[src/rtl/fetch_pkg.sv]
`default_nettype none

package fetch_pkg;

  localparam int xlen_w = 32;
  localparam int imem_depth = 1024; // Instruction words
  localparam int imem_idx_w = $clog2(imem_depth);

  localparam logic [xlen_w-1:0] reset_pc = 32'h0000_0000;
  localparam logic [xlen_w-1:0] nop_instr = 32'h0000_0013; // addi x0, x0, 0

  typedef struct packed {
    logic trap;
    logic mret;
    logic [xlen_w-1:0] mtvec;
    logic [xlen_w-1:0] mepc;
  } csr_redirect_type;

  typedef struct packed {
    logic [xlen_w-1:0] pc;
    logic [xlen_w-1:0] npc;
    logic branch;
    logic jump_uncond;
    logic return_pop;
  } decode_info_type;

  typedef struct packed {
    logic [xlen_w-1:0] pc;
    logic [xlen_w-1:0] npc;
    logic [xlen_w-1:0] address; // Resolved target
    logic jump;                 // Transfer actually taken
    logic branch;
    logic jump_uncond;
    logic return_push;
  } execute_info_type;

  typedef struct packed {
    logic [xlen_w-1:0] pc;
    logic [xlen_w-1:0] instr;
    logic taken;
    logic valid;
  } fetch_out_type;

  typedef struct packed {
    logic valid;
    logic spec;
    logic [xlen_w-1:0] addr;
  } imem_req_type;

  typedef struct packed {
    logic ready;
    logic [xlen_w-1:0] rdata;
  } imem_rsp_type;

endpackage

`default_nettype wire

[src/rtl/predict_pkg.sv]
`default_nettype none

package predict_pkg;

  localparam int bht_depth = 64;
  localparam int btb_depth = 32;
  localparam int ras_depth = 4;

  localparam int bht_idx_w = $clog2(bht_depth);
  localparam int btb_idx_w = $clog2(btb_depth);
  localparam int ras_ptr_w = $clog2(ras_depth);
  localparam int btb_tag_w = fetch_pkg::xlen_w - btb_idx_w - 1; // Bit 0 never indexes

  typedef struct packed {
    logic [btb_tag_w-1:0] tag;
    logic [fetch_pkg::xlen_w-1:0] target;
  } btb_entry_type;

  typedef struct packed {
    logic [fetch_pkg::xlen_w-1:0] get_pc;
    logic get_branch;
    logic get_return;
    logic get_uncond;
    logic [fetch_pkg::xlen_w-1:0] upd_pc;
    logic [fetch_pkg::xlen_w-1:0] upd_npc;
    logic [fetch_pkg::xlen_w-1:0] upd_addr;
    logic upd_branch;
    logic upd_return;
    logic upd_uncond;
    logic upd_jump;
    logic stall;
    logic clear;
  } bp_in_type;

  typedef struct packed {
    logic pred_branch;
    logic pred_jump;
    logic pred_return;
    logic pred_uncond;
    logic [fetch_pkg::xlen_w-1:0] pred_baddr;
    logic [fetch_pkg::xlen_w-1:0] pred_raddr;
  } bp_out_type;

endpackage

`default_nettype wire

[src/rtl/fetch_stage.sv]
`timescale 1ns/1ps
`default_nettype none

module fetch_stage (
  input  logic clock,
  input  logic reset,
  input  fetch_pkg::csr_redirect_type csr,
  input  fetch_pkg::decode_info_type decode,
  input  fetch_pkg::execute_info_type execute,
  input  logic stall,
  input  logic clear,
  input  predict_pkg::bp_out_type bp_out,
  output predict_pkg::bp_in_type bp_in,
  input  fetch_pkg::imem_rsp_type imem_rsp,
  output fetch_pkg::imem_req_type imem_req,
  output fetch_pkg::fetch_out_type fetch
);

  import fetch_pkg::*;

  logic [xlen_w-1:0] pc_q; // Address of the word arriving now
  logic taken_q;
  fetch_out_type fetch_q;

  logic [xlen_w-1:0] pc_next;
  logic taken_next;
  logic redirect;
  logic mis_take;
  logic mis_skip;
  logic mis_addr;
  logic [xlen_w-1:0] step;

  always_comb begin
    bp_in.get_pc = decode.pc;
    bp_in.get_branch = decode.branch;
    bp_in.get_return = decode.return_pop;
    bp_in.get_uncond = decode.jump_uncond;
    bp_in.upd_pc = execute.pc;
    bp_in.upd_npc = execute.npc;
    bp_in.upd_addr = execute.address;
    bp_in.upd_branch = execute.branch;
    bp_in.upd_return = execute.return_push;
    bp_in.upd_uncond = execute.jump_uncond;
    bp_in.upd_jump = execute.jump;
    bp_in.stall = stall;
    bp_in.clear = clear;
  end

  assign mis_take = execute.jump && !fetch_q.taken;
  assign mis_skip = !execute.jump && fetch_q.taken;
  assign mis_addr = execute.jump && fetch_q.taken && (execute.address != fetch_q.pc);

  assign step = (imem_rsp.rdata[1:0] == 2'b11) ? xlen_w'(4) : xlen_w'(2);

  always_comb begin
    pc_next = pc_q;
    taken_next = taken_q;
    redirect = 1'b1;
    if (csr.trap) begin
      pc_next = csr.mtvec;
      taken_next = 1'b0;
    end else if (csr.mret) begin
      pc_next = csr.mepc;
      taken_next = 1'b0;
    end else if (mis_take || mis_addr) begin
      pc_next = execute.address;
      taken_next = 1'b0;
    end else if (mis_skip) begin
      pc_next = decode.npc; // Fall through after a wrong taken guess
      taken_next = 1'b0;
    end else if (bp_out.pred_return) begin
      pc_next = bp_out.pred_raddr;
      taken_next = 1'b1;
    end else if (bp_out.pred_uncond) begin
      pc_next = bp_out.pred_baddr;
      taken_next = 1'b1;
    end else if (bp_out.pred_branch && bp_out.pred_jump) begin
      pc_next = bp_out.pred_baddr;
      taken_next = 1'b1;
    end else begin
      redirect = 1'b0;
      if (imem_rsp.ready && !stall) begin
        pc_next = pc_q + step;
        taken_next = 1'b0;
      end
    end
  end

  always_comb begin
    imem_req.valid = redirect || !stall;
    imem_req.spec = redirect;
    imem_req.addr = pc_next;
  end

  always_ff @(posedge clock) begin
    if (!reset) begin
      pc_q <= reset_pc;
      taken_q <= 1'b0;
      fetch_q <= '{pc: reset_pc, instr: nop_instr, taken: 1'b0, valid: 1'b0};
    end else begin
      pc_q <= pc_next;
      taken_q <= taken_next;
      if (!stall) begin
        fetch_q.pc <= pc_q;
        fetch_q.instr <= imem_rsp.ready ? imem_rsp.rdata : nop_instr;
        fetch_q.taken <= taken_q;
        fetch_q.valid <= imem_rsp.ready;
      end
    end
  end

  assign fetch = fetch_q;

endmodule

`default_nettype wire

[config.mk]
export PLATFORM = sky130hd
export DESIGN_NAME = fetch_stage
export DESIGN_NICKNAME = d
export VERILOG_FILES = /design/src/rtl/fetch_pkg.sv /design/src/rtl/predict_pkg.sv /design/src/rtl/fetch_stage.sv
export SDC_FILE = /design/constraint.sdc
export NUM_CORES = 1
export LEC_CHECK = 0
export ABC_AREA = 1
export BUFFER_PORTS_ARGS = -buffer_cell sky130_fd_sc_hd__buf_2
export CAP_MARGIN = 20
export CORE_AREA = 2 2 226 228
export DETAILED_ROUTE_END_ITERATION = 10
export DIE_AREA = 0 0 228 230
export GPL_ROUTABILITY_DRIVEN = 0
export PLACE_DENSITY = 0.37
export SLEW_MARGIN = 10
export SYNTH_ARGS = -nofsm -noshare
export SYNTH_HDL_FRONTEND = slang
export SYNTH_SLANG_ARGS = --single-unit
[constraint.sdc]
create_clock -name clock -period 1.9 [get_ports clock]
set_input_delay 0.095 -clock clock [delete_from_list [all_inputs] [get_ports clock]]
set_output_delay 0.095 -clock clock [all_outputs]
set_load 0.05 [all_outputs]
Word level (Yosys, flattened, before mapping)
Index checks and enable logic that the tools add are counted.
W data, S select, Z words.
{"block": "op_classes", "n_reduce_logical": 13, "bitwise_logic": 1, "addsub": 1, "n_mux": 21, "eq_ne": 2}
{"operator": "$mux W32", "count": 9}
{"operator": "$add A32 B3 Y32", "count": 1}
{"operator": "$ne A32 B32 Y1", "count": 1}
{"operator": "$mux W1", "count": 11}
{"operator": "$logic_and A1 B1 Y1", "count": 6}
{"operator": "$reduce_or A5 Y1", "count": 1}
{"operator": "$reduce_bool A4 Y1", "count": 1}
{"operator": "$logic_not A1 Y1", "count": 3}
{"operator": "$mux W3", "count": 1}
{"operator": "$eq A2 B2 Y1 const B", "count": 1}
{"operator": "$logic_or A1 B1 Y1", "count": 2}
{"operator": "$not A1 Y1", "count": 1}
{"block": "totals", "inputBits": 338, "ff_bits": 99, "output_inout_bits": 237}

Logic depth before layout (Yosys ltp)
{"block": "logic_depth", "word_depth": 11, "mapped_depth": 18}

Least setup slack after synthesis
No wires, ideal clock.
{"block": "synth_path", "path_type": "register -> output", "start": "register fetch_q (netlist bit fetch[36])", "end": "output port imem_req[33] in the netlist's numbering", "path_stages_with_launch": 14, "t_arrival_ps": 2128, "n_path_buf": 2, "setup_slack_ps": -323, "required_ps": 1805, "path_cell_list": "dfxtp_1 inv_1 nand2_1 nand2_1 nor3_2 nand2_1 nor2_1 nand2_1 nor2_2 nand2_1 nand2_2 buf_6 buf_4 nand4_1"}
{"item": "from (decl)", "line_no": "fetch_stage.sv:23", "source": "fetch_out_type fetch_q;"}
{"item": "from (signal assigned)", "line_no": "fetch_stage.sv:99", "source": "fetch_q <= '{pc: reset_pc, instr: nop_instr, taken: 1'b0, valid: 1'b0};"}
{"item": "to (decl)", "line_no": "fetch_stage.sv:15", "source": "output fetch_pkg::imem_req_type imem_req,"}

==> flow_metrics.tcl <==
set metrics [dict create \
    syn2layout_area_growth_pct 74.87 \
    ctsHtreeMaxLevel 3 \
    fill_cells 5646 \
    fin_crit_ns 2.775 \
    worst_slew_pin_slew_ns 0.8494 \
    drtPass1Iterations 5 \
    avgSynthCellArea_um2 6.205 \
    grt_max_degree 71 \
    max_stage_delay_ns 0.35 \
    drive_gt1_share_pct 55.35 \
    ys_seq_area_share_pct 25.59 \
    synth-edff-count 0 \
    grt_pass1_vias 10350 \
    tritoncts "done" \
    yosys.area.top_type "dfxtp_1" \
    holdWs_ns 0.04072 \
    clock_sinks 99 \
    fin_area_um2 13540 \
    place_inst 2310 \
    synth_top_area_share_pct 25.59 \
    finalHoldViolCount 0 \
    worstSetupPathType "flip-flop to primary output" \
    worst_ir_drop_vdd_mv 0.4666 \
    cp_data_required_time_ns 1.80 \
    ys_async_sr_fraction_pct 0 \
    worst_ep_arrival_time_ns 2.68 \
    initial_core_util_pct 15.53 \
    wl_per_cell_um 21.97 \
    cts_buffers 9 \
    ioPinCount 575 \
    die-area_um2 52440 \
    min_path_type "input port to flip-flop" \
    wirelength_um 52630 \
    crit_family "simple AND/OR/NAND/NOR gates" \
    syn_area_um2 7744 \
    setup_viol 67 \
    synth_most_common_cell "nand2_1" \
    ys_types 42 \
    chipHeight_um 230 \
    antenna_found_initial 10 \
    drv_slew 0 \
    core_um2 49860 \
    path_max_fanout 4 \
    hpwl_um 43320 \
    violations "setup timing" \
    rows 82 \
    drt_iter0_drc 444 \
    multi_input_area_um2 4969 \
    postLayoutCoreUtil_pct 27.16 \
    max_slew_margin_pct 43.37 \
    drv_cap 0 \
    start_kind "flip-flop" \
    grt_pass1_wl_um 72420 \
    via_per_inst 4.167 \
    place_area_um2 11490 \
    powerDensity_nw_per_um2 567.6 \
    syn_nets 1589 \
    track_usage_pct 19.59 \
    path_common_cell "nand2_1" \
    crit_chain "ha_4, fa_2, nand2_2, nor2_4, nand3_4, buf_6, nor2_4, xor2_1, o21ai_1, nand2_1, nand2_1, nand2_1, nand2_1, nand2_1, nand2_2, clkinvlp_4, buf_6" \
    fin_skew_ns 0.01935 \
    cp_slowest_cell "dfxtp_2" \
    synth_warnings 0 \
    path_buf_inv 3 \
    rsz0062_at_grt "true" \
    synth_area_leaders "dfxtp_1 (26%), nand2_1 (16%), buf_4 (14%)" \
    fin_cells 2395 \
    fmax_mhz 360.4 \
    synth_cells 1248 \
    synth_top_flop_cell "dfxtp_1" \
    clock_path_buffers 2 \
    synth_common_cells "nand2_1 (326), buf_4 (141), nor2_1 (132)" \
    p_leak_nw 6.467 \
    setup_ws_ns -0.8748 \
    power_mw 7.687 \
    root_buffer "clkbuf_16" \
    ant_nets 0 \
    die_w_um 228 \
    finalNetCount 2056 \
    clock_latency_ns 0.40 \
    status "complete, but fails checks" \
    ys_ff_latch 99 \
    vias 9980 \
    end_kind "primary output" \
    io_buffers 368 \
    drc 0 \
    grt_overflow 0 \
    fin_crit_sh_pct 146.0 \
    ff_latch_area_um2 2076 \
    path_clk_slew_ns 0.09 \
]
-- registers in the layout, summed over array words and instances, names as in the netlist --
name     count
taken_q      1
fetch       66
pc_q        32
-- final timing paths --
path | from | endpoint | slack, ns | cells after the start
setup / recovery | pc_q[1] | imem_req[17] | -0.87 | 17
hold / removal | imem_rsp[7] | fetch[9] | 0.04 | 3
setup reg to reg | fetch[55] | pc_q[4] | -0.53 | 17
hold reg to reg | fetch[33] | fetch[33] | 0.47 | 2
-- metal layers --
layer	vias to the layer above	routed length, µm	GRT usage, %
met4	6	1780	7.864
met1	4689	19900	20.73
li1	4775	-	-
met3	110	3309	5.010
met5	-	34	0
met2	400	27600	36.85
-- worst min-delay path: stages --
cell and delay [ns]:
buf_2 0.09, nand2_1 0.12, a21oi_1 0.08
-- what timing repair did --
item | 4_1_cts | 5_1_grt
hold buffers | 31 | 0
buffers inserted | 28 | 19
hold endpoints to repair | 31 | 0
resized for setup | 197 | 133
cloned | 3 | 0
pin swaps | 54 | 91
endpoints found under the setup margin | 67 | 67
-- final cells by class --
class / count / share of cell area [%]
clock inverters: 7 / 0.6006
well taps: 672 / 6.209
flip-flops and latches: 99 / 15.33
clock buffers: 9 / 1.663
repair buffers: 655 / 36.15
diodes: 3 / 0.05544
multi-input cells: 844 / 36.69
inverters: 106 / 3.308
-- cell families (layout without fill, tap and decap cells) --
kind of cell,after synthesis,count (layout),synth area share [%]
AO/OA/AOI/OAI,240,240,17.13
XOR/XNOR,24,24,2.714
adder cells (fa/ha/maj),3,3,0.5816
buffers and inverters,305,777,22.28
flip-flops,99,99,25.59
other,0,3,0
AND/OR/NAND/NOR,577,577,31.70
-- stage by stage --
stage	setup WS (ns)	TNS, ns
2_1_floorplan	-0.1238	-0.6220
6_report	-0.8748	-33.49
4_1_cts	-0.8701	-34.50
3_3_place_gp	-0.7317	-33.25
3_5_place_dp	-0.7263	-33.03
5_1_grt	-1.048	-42.43
-- layout by cell type (no fill, tap or decap), types with 4 or more instances in the layout --
| cell type | instances |
|---|---|
| buf_4 | 195 |
| xnor2_1 | 9 |
| buf_2 | 334 |
| dfxtp_1 | 54 |
| nor2_2 | 20 |
| nand3_1 | 20 |
| xnor2_2 | 4 |
| nand3_4 | 5 |
| nand4_1 | 12 |
| nand2_2 | 62 |
| buf_8 | 8 |
| xor2_1 | 10 |
| nand2_4 | 30 |
| o21ai_1 | 17 |
| a21oi_2 | 24 |
| o21ai_2 | 14 |
| o211ai_1 | 8 |
| a22oi_1 | 14 |
| nand2_1 | 239 |
| o22ai_1 | 11 |
| or2_2 | 21 |
| nor2_1 | 110 |
| nor2_4 | 15 |
| o21ai_0 | 47 |
| dlygate4sd3_1 | 31 |
| buf_12 | 38 |
| nand3_2 | 26 |
| dfxtp_4 | 15 |
| a21oi_1 | 94 |
| nor3_2 | 5 |
| clkbuf_16 | 9 |
| inv_1 | 78 |
| clkinvlp_4 | 11 |
| buf_6 | 48 |
| inv_2 | 12 |
| dfxtp_2 | 30 |
-- report_power, final --
part           switching (mW)  internal (mW)  leakage [nW]  total (mW)
Sequential              0.115           2.20         0.836        2.32
Clock                    1.11          0.945         0.150        2.06
Combinational            1.99           1.32          5.48        3.31
No activity file was read; power rests on OpenSTA's default activity.
