## src/rtl/fetch_pkg.sv

```systemverilog
`default_nettype none

package fetch_pkg;

  localparam int xlen_w = 32;
  localparam int imem_depth = 1024; // Instruction words
  localparam int imem_idx_w = $clog2(imem_depth);

  localparam logic [xlen_w-1:0] reset_pc = 32'h0000_0000;
  localparam logic [xlen_w-1:0] nop_instr = 32'h0000_0013; // addi x0, x0, 0

  typedef struct packed {
    logic trap;
    logic mret;
    logic [xlen_w-1:0] mtvec;
    logic [xlen_w-1:0] mepc;
  } csr_redirect_type;

  typedef struct packed {
    logic [xlen_w-1:0] pc;
    logic [xlen_w-1:0] npc;
    logic branch;
    logic jump_uncond;
    logic return_pop;
  } decode_info_type;

  typedef struct packed {
    logic [xlen_w-1:0] pc;
    logic [xlen_w-1:0] npc;
    logic [xlen_w-1:0] address; // Resolved target
    logic jump;                 // Transfer actually taken
    logic branch;
    logic jump_uncond;
    logic return_push;
  } execute_info_type;

  typedef struct packed {
    logic [xlen_w-1:0] pc;
    logic [xlen_w-1:0] instr;
    logic taken;
    logic valid;
  } fetch_out_type;

  typedef struct packed {
    logic valid;
    logic spec;
    logic [xlen_w-1:0] addr;
  } imem_req_type;

  typedef struct packed {
    logic ready;
    logic [xlen_w-1:0] rdata;
  } imem_rsp_type;

endpackage

`default_nettype wire

```

## src/rtl/predict_pkg.sv

```systemverilog
`default_nettype none

package predict_pkg;

  localparam int bht_depth = 64;
  localparam int btb_depth = 32;
  localparam int ras_depth = 4;

  localparam int bht_idx_w = $clog2(bht_depth);
  localparam int btb_idx_w = $clog2(btb_depth);
  localparam int ras_ptr_w = $clog2(ras_depth);
  localparam int btb_tag_w = fetch_pkg::xlen_w - btb_idx_w - 1; // Bit 0 never indexes

  typedef struct packed {
    logic [btb_tag_w-1:0] tag;
    logic [fetch_pkg::xlen_w-1:0] target;
  } btb_entry_type;

  typedef struct packed {
    logic [fetch_pkg::xlen_w-1:0] get_pc;
    logic get_branch;
    logic get_return;
    logic get_uncond;
    logic [fetch_pkg::xlen_w-1:0] upd_pc;
    logic [fetch_pkg::xlen_w-1:0] upd_npc;
    logic [fetch_pkg::xlen_w-1:0] upd_addr;
    logic upd_branch;
    logic upd_return;
    logic upd_uncond;
    logic upd_jump;
    logic stall;
    logic clear;
  } bp_in_type;

  typedef struct packed {
    logic pred_branch;
    logic pred_jump;
    logic pred_return;
    logic pred_uncond;
    logic [fetch_pkg::xlen_w-1:0] pred_baddr;
    logic [fetch_pkg::xlen_w-1:0] pred_raddr;
  } bp_out_type;

endpackage

`default_nettype wire

```

## src/rtl/branch_predictor.sv

```systemverilog
`timescale 1ns/1ps
`default_nettype none

module branch_predictor (
  input  logic clock,
  input  logic reset,
  input  predict_pkg::bp_in_type bp_in,
  output predict_pkg::bp_out_type bp_out
);

  import fetch_pkg::*;
  import predict_pkg::*;

  logic [1:0] bht [bht_depth];
  logic [btb_depth-1:0] btb_valid;
  btb_entry_type btb [btb_depth];
  logic [xlen_w-1:0] ras [ras_depth];
  logic [ras_ptr_w-1:0] ras_ptr; // Next free slot
  logic [ras_ptr_w:0] ras_count;

  logic [bht_idx_w-1:0] get_bht_idx;
  logic [bht_idx_w-1:0] upd_bht_idx;
  logic [btb_idx_w-1:0] get_btb_idx;
  logic [btb_idx_w-1:0] upd_btb_idx;
  logic [btb_tag_w-1:0] get_tag;
  logic [btb_tag_w-1:0] upd_tag;
  logic btb_hit;
  logic btb_write;
  logic [1:0] upd_count;
  logic [ras_ptr_w-1:0] ras_top;
  logic ras_pop;
  logic ras_push;

  assign get_bht_idx = bp_in.get_pc[bht_idx_w:1];
  assign upd_bht_idx = bp_in.upd_pc[bht_idx_w:1];
  assign get_btb_idx = bp_in.get_pc[btb_idx_w:1];
  assign upd_btb_idx = bp_in.upd_pc[btb_idx_w:1];
  assign get_tag = bp_in.get_pc[xlen_w-1:btb_idx_w+1];
  assign upd_tag = bp_in.upd_pc[xlen_w-1:btb_idx_w+1];

  assign btb_hit = btb_valid[get_btb_idx] && (btb[get_btb_idx].tag == get_tag);
  assign ras_top = ras_ptr - 1'b1;

  always_comb begin
    bp_out.pred_branch = bp_in.get_branch && btb_hit;
    bp_out.pred_jump = bht[get_bht_idx][1]; // Counter at 2 or 3
    bp_out.pred_uncond = bp_in.get_uncond && btb_hit;
    bp_out.pred_baddr = btb[get_btb_idx].target;
    bp_out.pred_return = bp_in.get_return && (ras_count != '0);
    bp_out.pred_raddr = ras[ras_top];
  end

  assign ras_pop = bp_out.pred_return && !bp_in.stall;
  assign ras_push = bp_in.upd_return && !bp_in.stall;
  assign btb_write = !bp_in.stall && ((bp_in.upd_branch && bp_in.upd_jump) || bp_in.upd_uncond);

  // Saturating 2-bit counter step
  always_comb begin
    upd_count = bht[upd_bht_idx];
    if (bp_in.upd_jump && upd_count != 2'b11) begin
      upd_count = upd_count + 2'b01;
    end else if (!bp_in.upd_jump && upd_count != 2'b00) begin
      upd_count = upd_count - 2'b01;
    end
  end

  always_ff @(posedge clock) begin
    if (!reset) begin
      for (int i = 0; i < bht_depth; i++) begin
        bht[i] <= 2'b00;
      end
      btb_valid <= '0;
    end else if (!bp_in.stall) begin
      if (bp_in.upd_branch) begin
        bht[upd_bht_idx] <= upd_count;
      end
      if (btb_write) begin
        btb_valid[upd_btb_idx] <= 1'b1;
      end
    end
  end

  always_ff @(posedge clock) begin
    if (btb_write) begin
      btb[upd_btb_idx] <= '{tag: upd_tag, target: bp_in.upd_addr};
    end
  end

  always_ff @(posedge clock) begin
    if (!reset) begin
      ras_ptr <= '0;
      ras_count <= '0;
    end else if (bp_in.clear) begin
      ras_ptr <= '0;
      ras_count <= '0;
    end else if (ras_push && !ras_pop) begin
      ras_ptr <= ras_ptr + 1'b1; // Wraps over the oldest entry
      if (ras_count != (ras_ptr_w + 1)'(ras_depth)) begin
        ras_count <= ras_count + 1'b1;
      end
    end else if (ras_pop && !ras_push) begin
      ras_ptr <= ras_top;
      ras_count <= ras_count - 1'b1;
    end
  end

  // Pop and push together replace the top entry
  always_ff @(posedge clock) begin
    if (ras_push) begin
      ras[ras_pop ? ras_top : ras_ptr] <= bp_in.upd_npc;
    end
  end

endmodule

`default_nettype wire

```

## config.mk

```make
export PLATFORM = sky130hd
export DESIGN_NAME = branch_predictor
export DESIGN_NICKNAME = d
export VERILOG_FILES = /design/src/rtl/fetch_pkg.sv /design/src/rtl/predict_pkg.sv /design/src/rtl/branch_predictor.sv
export SDC_FILE = /design/constraint.sdc
export NUM_CORES = 2
export LEC_CHECK = 0
export ABC_CLOCK_PERIOD_IN_PS = 7700
export BUFFER_PORTS_ARGS = -buffer_cell sky130_fd_sc_hd__clkbuf_2
export CORE_AREA = 2 2 462 464
export CTS_CLUSTER_DIAMETER = 40
export DETAILED_ROUTE_END_ITERATION = 8
export DIE_AREA = 0 0 464 466
export SLEW_MARGIN = 5
export SYNTH_ARGS = -nofsm -noshare
export SYNTH_HDL_FRONTEND = slang
export SYNTH_SLANG_ARGS = --single-unit
```

## constraint.sdc

```tcl
create_clock -name clock -period 7.7 [get_ports clock]
set_input_delay 1.155 -clock clock [delete_from_list [all_inputs] [get_ports clock]]
set_output_delay 1.155 -clock clock [all_outputs]
set_load 0.005 [all_outputs]
```

# Word level (Yosys, flattened, before mapping)

Memories as Yosys holds them, arrays and structs flattened.
Index checks and enable logic that the tools add are counted.

Register bits after elaboration: 37
Bits in latches: 0
Bits in writable memories: 2112
Bits in read-only memories: 0
Input port bits: 139
Output and inout bits: 68
Logic and storage cells: 71
Memories: 3

Add/subtract/negate cells: 6
Multipliers: 0
Divide/modulo/power cells: 0
Order comparisons: 3
Equality and inequality tests: 4
Shift-type cells: 0
Muxes and demuxes: 24
Bitwise logic cells: 3
Reductions and logical operators: 25

Memories:

| name | words | width | rd ports | clocked after memory_dff | wr ports | line                   | source |
|---|---|---|---|---|---|---|---|
| btb  | 32    | 58    | 1        | 0                        | 1        | branch_predictor.sv:16 | `btb_entry_type btb [btb_depth];` |
| bht  | 64    | 2     | 2        | 0                        | 64       | branch_predictor.sv:14 | `logic [1:0] bht [bht_depth];` |
| ras  | 4     | 32    | 1        | 0                        | 1        | branch_predictor.sv:17 | `logic [xlen_w-1:0] ras [ras_depth];` |

Operators by type and width:

| cell                                                                                | count |
|---|---|
| 32-bit OR                                                                           | 1 |
| 26-bit == test                                                                      | 1 |
| 1-bit logical AND                                                                   | 13 |
| 5-bit by 6-bit less-than comparator with 1-bit output, second input constant        | 2 |
| 1-bit 2-to-1 mux                                                                    | 12 |
| 2-bit 2-to-1 mux                                                                    | 6 |
| 3-bit 2-to-1 mux                                                                    | 3 |
| 6-bit 2-to-1 mux                                                                    | 1 |
| 1-bit binary-select mux with 5-bit select                                           | 1 |
| 1-bit demux with 5-bit select                                                       | 1 |
| 5-bit by 1-bit greater-or-equal comparator with 1-bit output, second input constant | 1 |
| 2-bit by 1-bit adder with 2-bit output, second input constant                       | 2 |
| 1-bit logical NOT                                                                   | 4 |
| 2-bit AND reduction                                                                 | 2 |
| 2-bit nonzero test                                                                  | 2 |
| 2-bit OR reduction                                                                  | 2 |
| 2-bit by 1-bit subtractor with 2-bit output, second input constant                  | 2 |
| 3-bit by 1-bit adder with 3-bit output, second input constant                       | 1 |
| 3-bit inequality test, second input constant                                        | 1 |
| 3-bit nonzero test                                                                  | 1 |
| 3-bit by 1-bit subtractor with 3-bit output, second input constant                  | 1 |
| 2-bit by 1-bit inequality test with 1-bit output, second input constant             | 1 |
| 2-bit inequality test, second input constant                                        | 1 |
| 1-bit inverter                                                                      | 2 |
| 1-bit logical OR                                                                    | 1 |

# Logic depth before layout (Yosys ltp)

Depth in word-level cells: 7
Gate-level depth with buffers: 15
Depth with buffers taken out: 12

# Worst setup path after synthesis

OpenSTA, ideal clock, no wires.

Path type: input-to-reg
Start point: input bp_in[103] in the netlist's numbering
End point: memory ras[0][0], enable pin
Library setup time: 501 ps
Arrival time: 4781 ps
Data required time: 7199 ps
Path slack: 2417 ps
Stages on the path: 4
Path buffers: 0
Cells stage by stage: o31ai_1 -> or2_2 -> and2_1 -> nor4_1

Cells in the longest elaborated chain, start to end: 3

RTL lines:

| item               | line                    | source |
|---|---|---|
| start: declaration | branch_predictor.sv:7   | `input predict_pkg::bp_in_type bp_in,` |
| 1-bit logical AND  | branch_predictor.sv:49  | `bp_out.pred_return = bp_in.get_return && (ras_count != '0);` |
| 1-bit logical AND  | branch_predictor.sv:53  | `assign ras_pop = bp_out.pred_return && !bp_in.stall;` |
| 2-bit 2-to-1 mux   | branch_predictor.sv:110 | `ras[ras_pop ? ras_top : ras_ptr] <= bp_in.upd_npc;` |
| end: declaration   | branch_predictor.sv:17  |  |

No other way between the ends.

==> metrics.txt <==
# TYPE chip_impl_metric gauge
chip_impl_metric{name="power.density_cell_area",unit="mW/mm²"} 285
chip_impl_metric{name="coreArea",unit="mm²"} 0.211
chip_impl_metric{name="max_slew.worst_pin.slew",unit="ns"} 1.26
chip_impl_metric{name="cts.reportedPaths.clkPinSlew",unit="ns"} 0.05
chip_impl_metric{name="total_negative_slack_for_setup_checks",unit="ns"} 0
chip_impl_info{name="endpoint_kind",value="output port"} 1
chip_impl_metric{name="clock-skew-final",unit="ns"} 0.0498
chip_impl_metric{name="initial_core_util",unit=""} 0.398
chip_impl_metric{name="synth.yosys.seq_area_share",unit=""} 0.764
chip_impl_metric{name="setup_violations",unit=""} 0
chip_impl_metric{name="totalPowerFinal",unit="mW"} 28.2
chip_impl_metric{name="synth-edff-count",unit=""} 2112
chip_impl_metric{name="drt-total-wl",unit="µm"} 217000
chip_impl_metric{name="area_growth_syn_to_layout",unit="%"} 17.9
chip_impl_metric{name="placementRows",unit=""} 169
chip_impl_info{name="synth_area_leaders",value="sky130_fd_sc_hd__edfxtp_1 (75%), sky130_fd_sc_hd__mux4_2 (14%), sky130_fd_sc_hd__mux2i_1 (2.3%)"} 1
chip_impl_metric{name="yosys_register_bits",unit=""} 2149
chip_impl_metric{name="hold_buffers",unit=""} 0
chip_impl_metric{name="syn_inst",unit=""} 3946
chip_impl_metric{name="largest_net_degree_at_the_start_of_global_routing",unit=""} 102
chip_impl_metric{name="placement.io_buffers",unit=""} 204
chip_impl_info{name="ys_dominant_reg_cell",value="sky130_fd_sc_hd__edfxtp_1"} 1
chip_impl_metric{name="dp_slack",unit="ns"} 1.41
chip_impl_metric{name="vdd_drop_max",unit="µV"} 244
chip_impl_metric{name="mappedNetlistArea",unit="mm²"} 0.0840
chip_impl_metric{name="die_height",unit="µm"} 466
chip_impl_info{name="synth_top_cells_by_count",value="sky130_fd_sc_hd__edfxtp_1 (2112), sky130_fd_sc_hd__mux4_2 (540), sky130_fd_sc_hd__mux2i_1 (196)"} 1
chip_impl_metric{name="dp_hpwl",unit="µm"} 112000
chip_impl_metric{name="timing.final.ws_setup",unit="ns"} 1.41
chip_impl_metric{name="globalRouteTotalUtil",unit=""} 0.199
chip_impl_metric{name="synth-warning-count",unit=""} 0
chip_impl_metric{name="num_io_pins",unit=""} 207
chip_impl_metric{name="finalMaxSlewViolations",unit=""} 0
chip_impl_metric{name="drc",unit=""} 0
chip_impl_metric{name="syn_nets",unit=""} 4090
chip_impl_info{name="run_status",value="completed"} 1
chip_impl_metric{name="final_nets",unit=""} 4478
chip_impl_info{name="path_class",value="input pin to output port"} 1
chip_impl_metric{name="drive_above_1_share",unit=""} 0.307
chip_impl_info{name="holdCritPathClass",value="input pin to register"} 1
chip_impl_metric{name="instances_no_fill",unit=""} 7387
chip_impl_info{name="critical_path_launch_point_type",value="input pin"} 1
chip_impl_metric{name="num_vias",unit=""} 42200
chip_impl_metric{name="clock_tree.buffer_depth",unit=""} 4
chip_impl_metric{name="antenna_found_initial",unit=""} 22
chip_impl_metric{name="synthesis.area_per_instance",unit="µm²"} 21.3
chip_impl_info{name="synth.most_common_cell",value="sky130_fd_sc_hd__edfxtp_1"} 1
chip_impl_metric{name="die_w",unit="µm"} 464
chip_impl_metric{name="design_area",unit="mm²"} 0.0991
chip_impl_metric{name="crit_arrival",unit="ns"} 5.13
chip_impl_info{name="cts_tree",value="built"} 1
chip_impl_metric{name="clock.fmax",unit="GHz"} 0.159
chip_impl_metric{name="place_congestion",unit=""} 0.740
chip_impl_metric{name="postPlaceCellArea",unit="mm²"} 0.0889
chip_impl_metric{name="netlist-cell-type-count",unit=""} 66
chip_impl_metric{name="post_cts_buffers",unit=""} 0
chip_impl_info{name="synth_area_leader_cell",value="sky130_fd_sc_hd__edfxtp_1"} 1
chip_impl_metric{name="final.min_clock_period",unit="ns"} 6.29
chip_impl_metric{name="clkLatencyLatePin",unit="ns"} 0.92
chip_impl_metric{name="number_of_maximum_capacitance_violations",unit=""} 0
chip_impl_info{name="clockRootBuffer",value="sky130_fd_sc_hd__clkbuf_16"} 1
chip_impl_metric{name="vias_per_cell",unit=""} 5.71
chip_impl_info{name="grt_setup_unrepaired",value="false"} 1
chip_impl_metric{name="post-route-util",unit=""} 0.469
chip_impl_metric{name="grt_first_pass_wirelength",unit="µm"} 311000
chip_impl_metric{name="synth_top_cell_area_share",unit=""} 0.755
chip_impl_metric{name="crit_required",unit="ns"} 6.55
chip_impl_metric{name="final_hold_viol_count",unit=""} 0
chip_impl_metric{name="grt_pass1_vias",unit=""} 43300
chip_impl_metric{name="dpl.cell_count",unit=""} 6842
chip_impl_metric{name="finalCritPeriodShare",unit=""} 0.816
chip_impl_metric{name="power.leakage",unit="nW"} 32.0
chip_impl_metric{name="drtPass1Iterations",unit=""} 5
chip_impl_metric{name="synth-async-reset-ratio",unit=""} 0
chip_impl_metric{name="htree_num_levels",unit=""} 5
chip_impl_metric{name="number_of_buffers_created_by_cts",unit=""} 311
chip_impl_metric{name="timing.max_slew.rel_slack",unit=""} 0.157
chip_impl_metric{name="post_cts_resize_count",unit=""} 0
chip_impl_metric{name="first_iter_violations",unit=""} 4690
chip_impl_metric{name="antenna_left",unit=""} 0
chip_impl_metric{name="hold_ws",unit="ns"} 0.441
chip_impl_metric{name="die-area",unit="mm²"} 0.216
chip_impl_metric{name="path_max_fanout",unit=""} 76
chip_impl_metric{name="globalRoute.totalOverflow",unit=""} 0
chip_impl_metric{name="routedWlPerCell",unit="µm"} 29.4
chip_impl_metric{name="sinks_on_the_clock_net",unit=""} 2149
==> registers in the layout (all words and copies together) (netlist names) <==
name       count
ras_count      3
btb         1856
ras_ptr        2
bht          128
ras          128
btb_valid     32
==> cell families (layout without fill, tap and decap cells) <==
logic type	Yosys count	in the layout	share of synthesized area
flip-flops	2149	2149	0.764
multiplexers	743	743	0.169
AND/OR/NAND/NOR	481	481	0.0271
AO/OA/AOI/OAI	289	289	0.0234
buffers and inverters	260	877	0.0140
XOR/XNOR	19	19	0.00207
adder cells (fa/ha/maj)	5	5	0.000834
other	0	3	0
==> power breakdown <==
| part | internal (mW) | switching (mW) |
|---|---|---|
| clock | 8.65 | 5.26 |
| sequential | 13.0 | 0.0319 |
| combinational | 0.503 | 0.819 |
==> cells in the final DEF (no fill, tap or decap), types with 5 or more instances in the layout <==
cell type                       n
sky130_fd_sc_hd__buf_4         97
sky130_fd_sc_hd__nor2_4        32
sky130_fd_sc_hd__and2_1        10
sky130_fd_sc_hd__a221oi_1      18
sky130_fd_sc_hd__or3_1          5
sky130_fd_sc_hd__mux4_2       540
sky130_fd_sc_hd__xor2_1        13
sky130_fd_sc_hd__o22ai_1        9
sky130_fd_sc_hd__a22oi_1       66
sky130_fd_sc_hd__nor2_1        31
sky130_fd_sc_hd__a21oi_1       23
sky130_fd_sc_hd__nand4_1       12
sky130_fd_sc_hd__edfxtp_1    2112
sky130_fd_sc_hd__nand3_1       42
sky130_fd_sc_hd__buf_12        19
sky130_fd_sc_hd__nand2b_1      14
sky130_fd_sc_hd__a22o_1        12
sky130_fd_sc_hd__inv_8         10
sky130_fd_sc_hd__bufinv_16     29
sky130_fd_sc_hd__clkbuf_16    320
sky130_fd_sc_hd__clkbuf_2     200
sky130_fd_sc_hd__xnor2_1        5
sky130_fd_sc_hd__mux2i_1      196
sky130_fd_sc_hd__o21a_1        34
sky130_fd_sc_hd__o21ai_0       77
sky130_fd_sc_hd__inv_1         12
sky130_fd_sc_hd__nor2b_1       20
sky130_fd_sc_hd__and3_1         5
sky130_fd_sc_hd__clkbuf_1      31
sky130_fd_sc_hd__a31oi_1       11
sky130_fd_sc_hd__clkinv_2      27
sky130_fd_sc_hd__mux2_2         7
sky130_fd_sc_hd__clkinv_1      27
sky130_fd_sc_hd__dfxtp_1       36
sky130_fd_sc_hd__clkinv_4      26
sky130_fd_sc_hd__nor3_1       135
sky130_fd_sc_hd__o211ai_1      12
sky130_fd_sc_hd__inv_6         42
sky130_fd_sc_hd__nand2_1      147
sky130_fd_sc_hd__clkinvlp_4    25
==> path summary, 6_finish.rpt <==
check,slack (ns),cells past startpoint,startpoint,to
hold / removal,0.44,1,bp_in[52],ras[3][14]
setup / recovery,1.41,9,bp_in[107],bp_out[67]
hold reg to reg,0.46,1,btb_valid[1],btb_valid[1]
setup reg to reg,3.81,12,bht[7][0],bht[16][0]
==> final cells by class <==
type | count | area [µm²]
Fill cell | 17300 | 112000
Sequential cell | 2149 | 64200
Multi-Input combinational cell | 1537 | 19000
Clock buffer | 352 | 8140
Tap cell | 2821 | 3530
Timing Repair Buffer | 320 | 2170
Clock inverter | 190 | 2060
Inverter | 15 | 66.3
Antenna cell | 3 | 7.51
==> metal layers <==
layer	track usage	vias up	wire length (µm)
li1	-	17400	-
met1	0.280	22700	92300
met2	0.321	1658	105000
met3	0.0363	376	14700
met4	0.0551	20	4990
met5	0	-	123
==> worst max-delay path: stages <==
cell                       delay, ns
sky130_fd_sc_hd__buf_8          0.60
sky130_fd_sc_hd__buf_4          0.82
sky130_fd_sc_hd__mux4_2         0.38
sky130_fd_sc_hd__mux4_2         0.26
sky130_fd_sc_hd__nor2_1         0.05
sky130_fd_sc_hd__nor4b_1        0.54
sky130_fd_sc_hd__nand4_1        0.55
sky130_fd_sc_hd__nor4_1         0.41
sky130_fd_sc_hd__clkbuf_2       0.17
No activity file was read; power rests on OpenSTA's default activity.
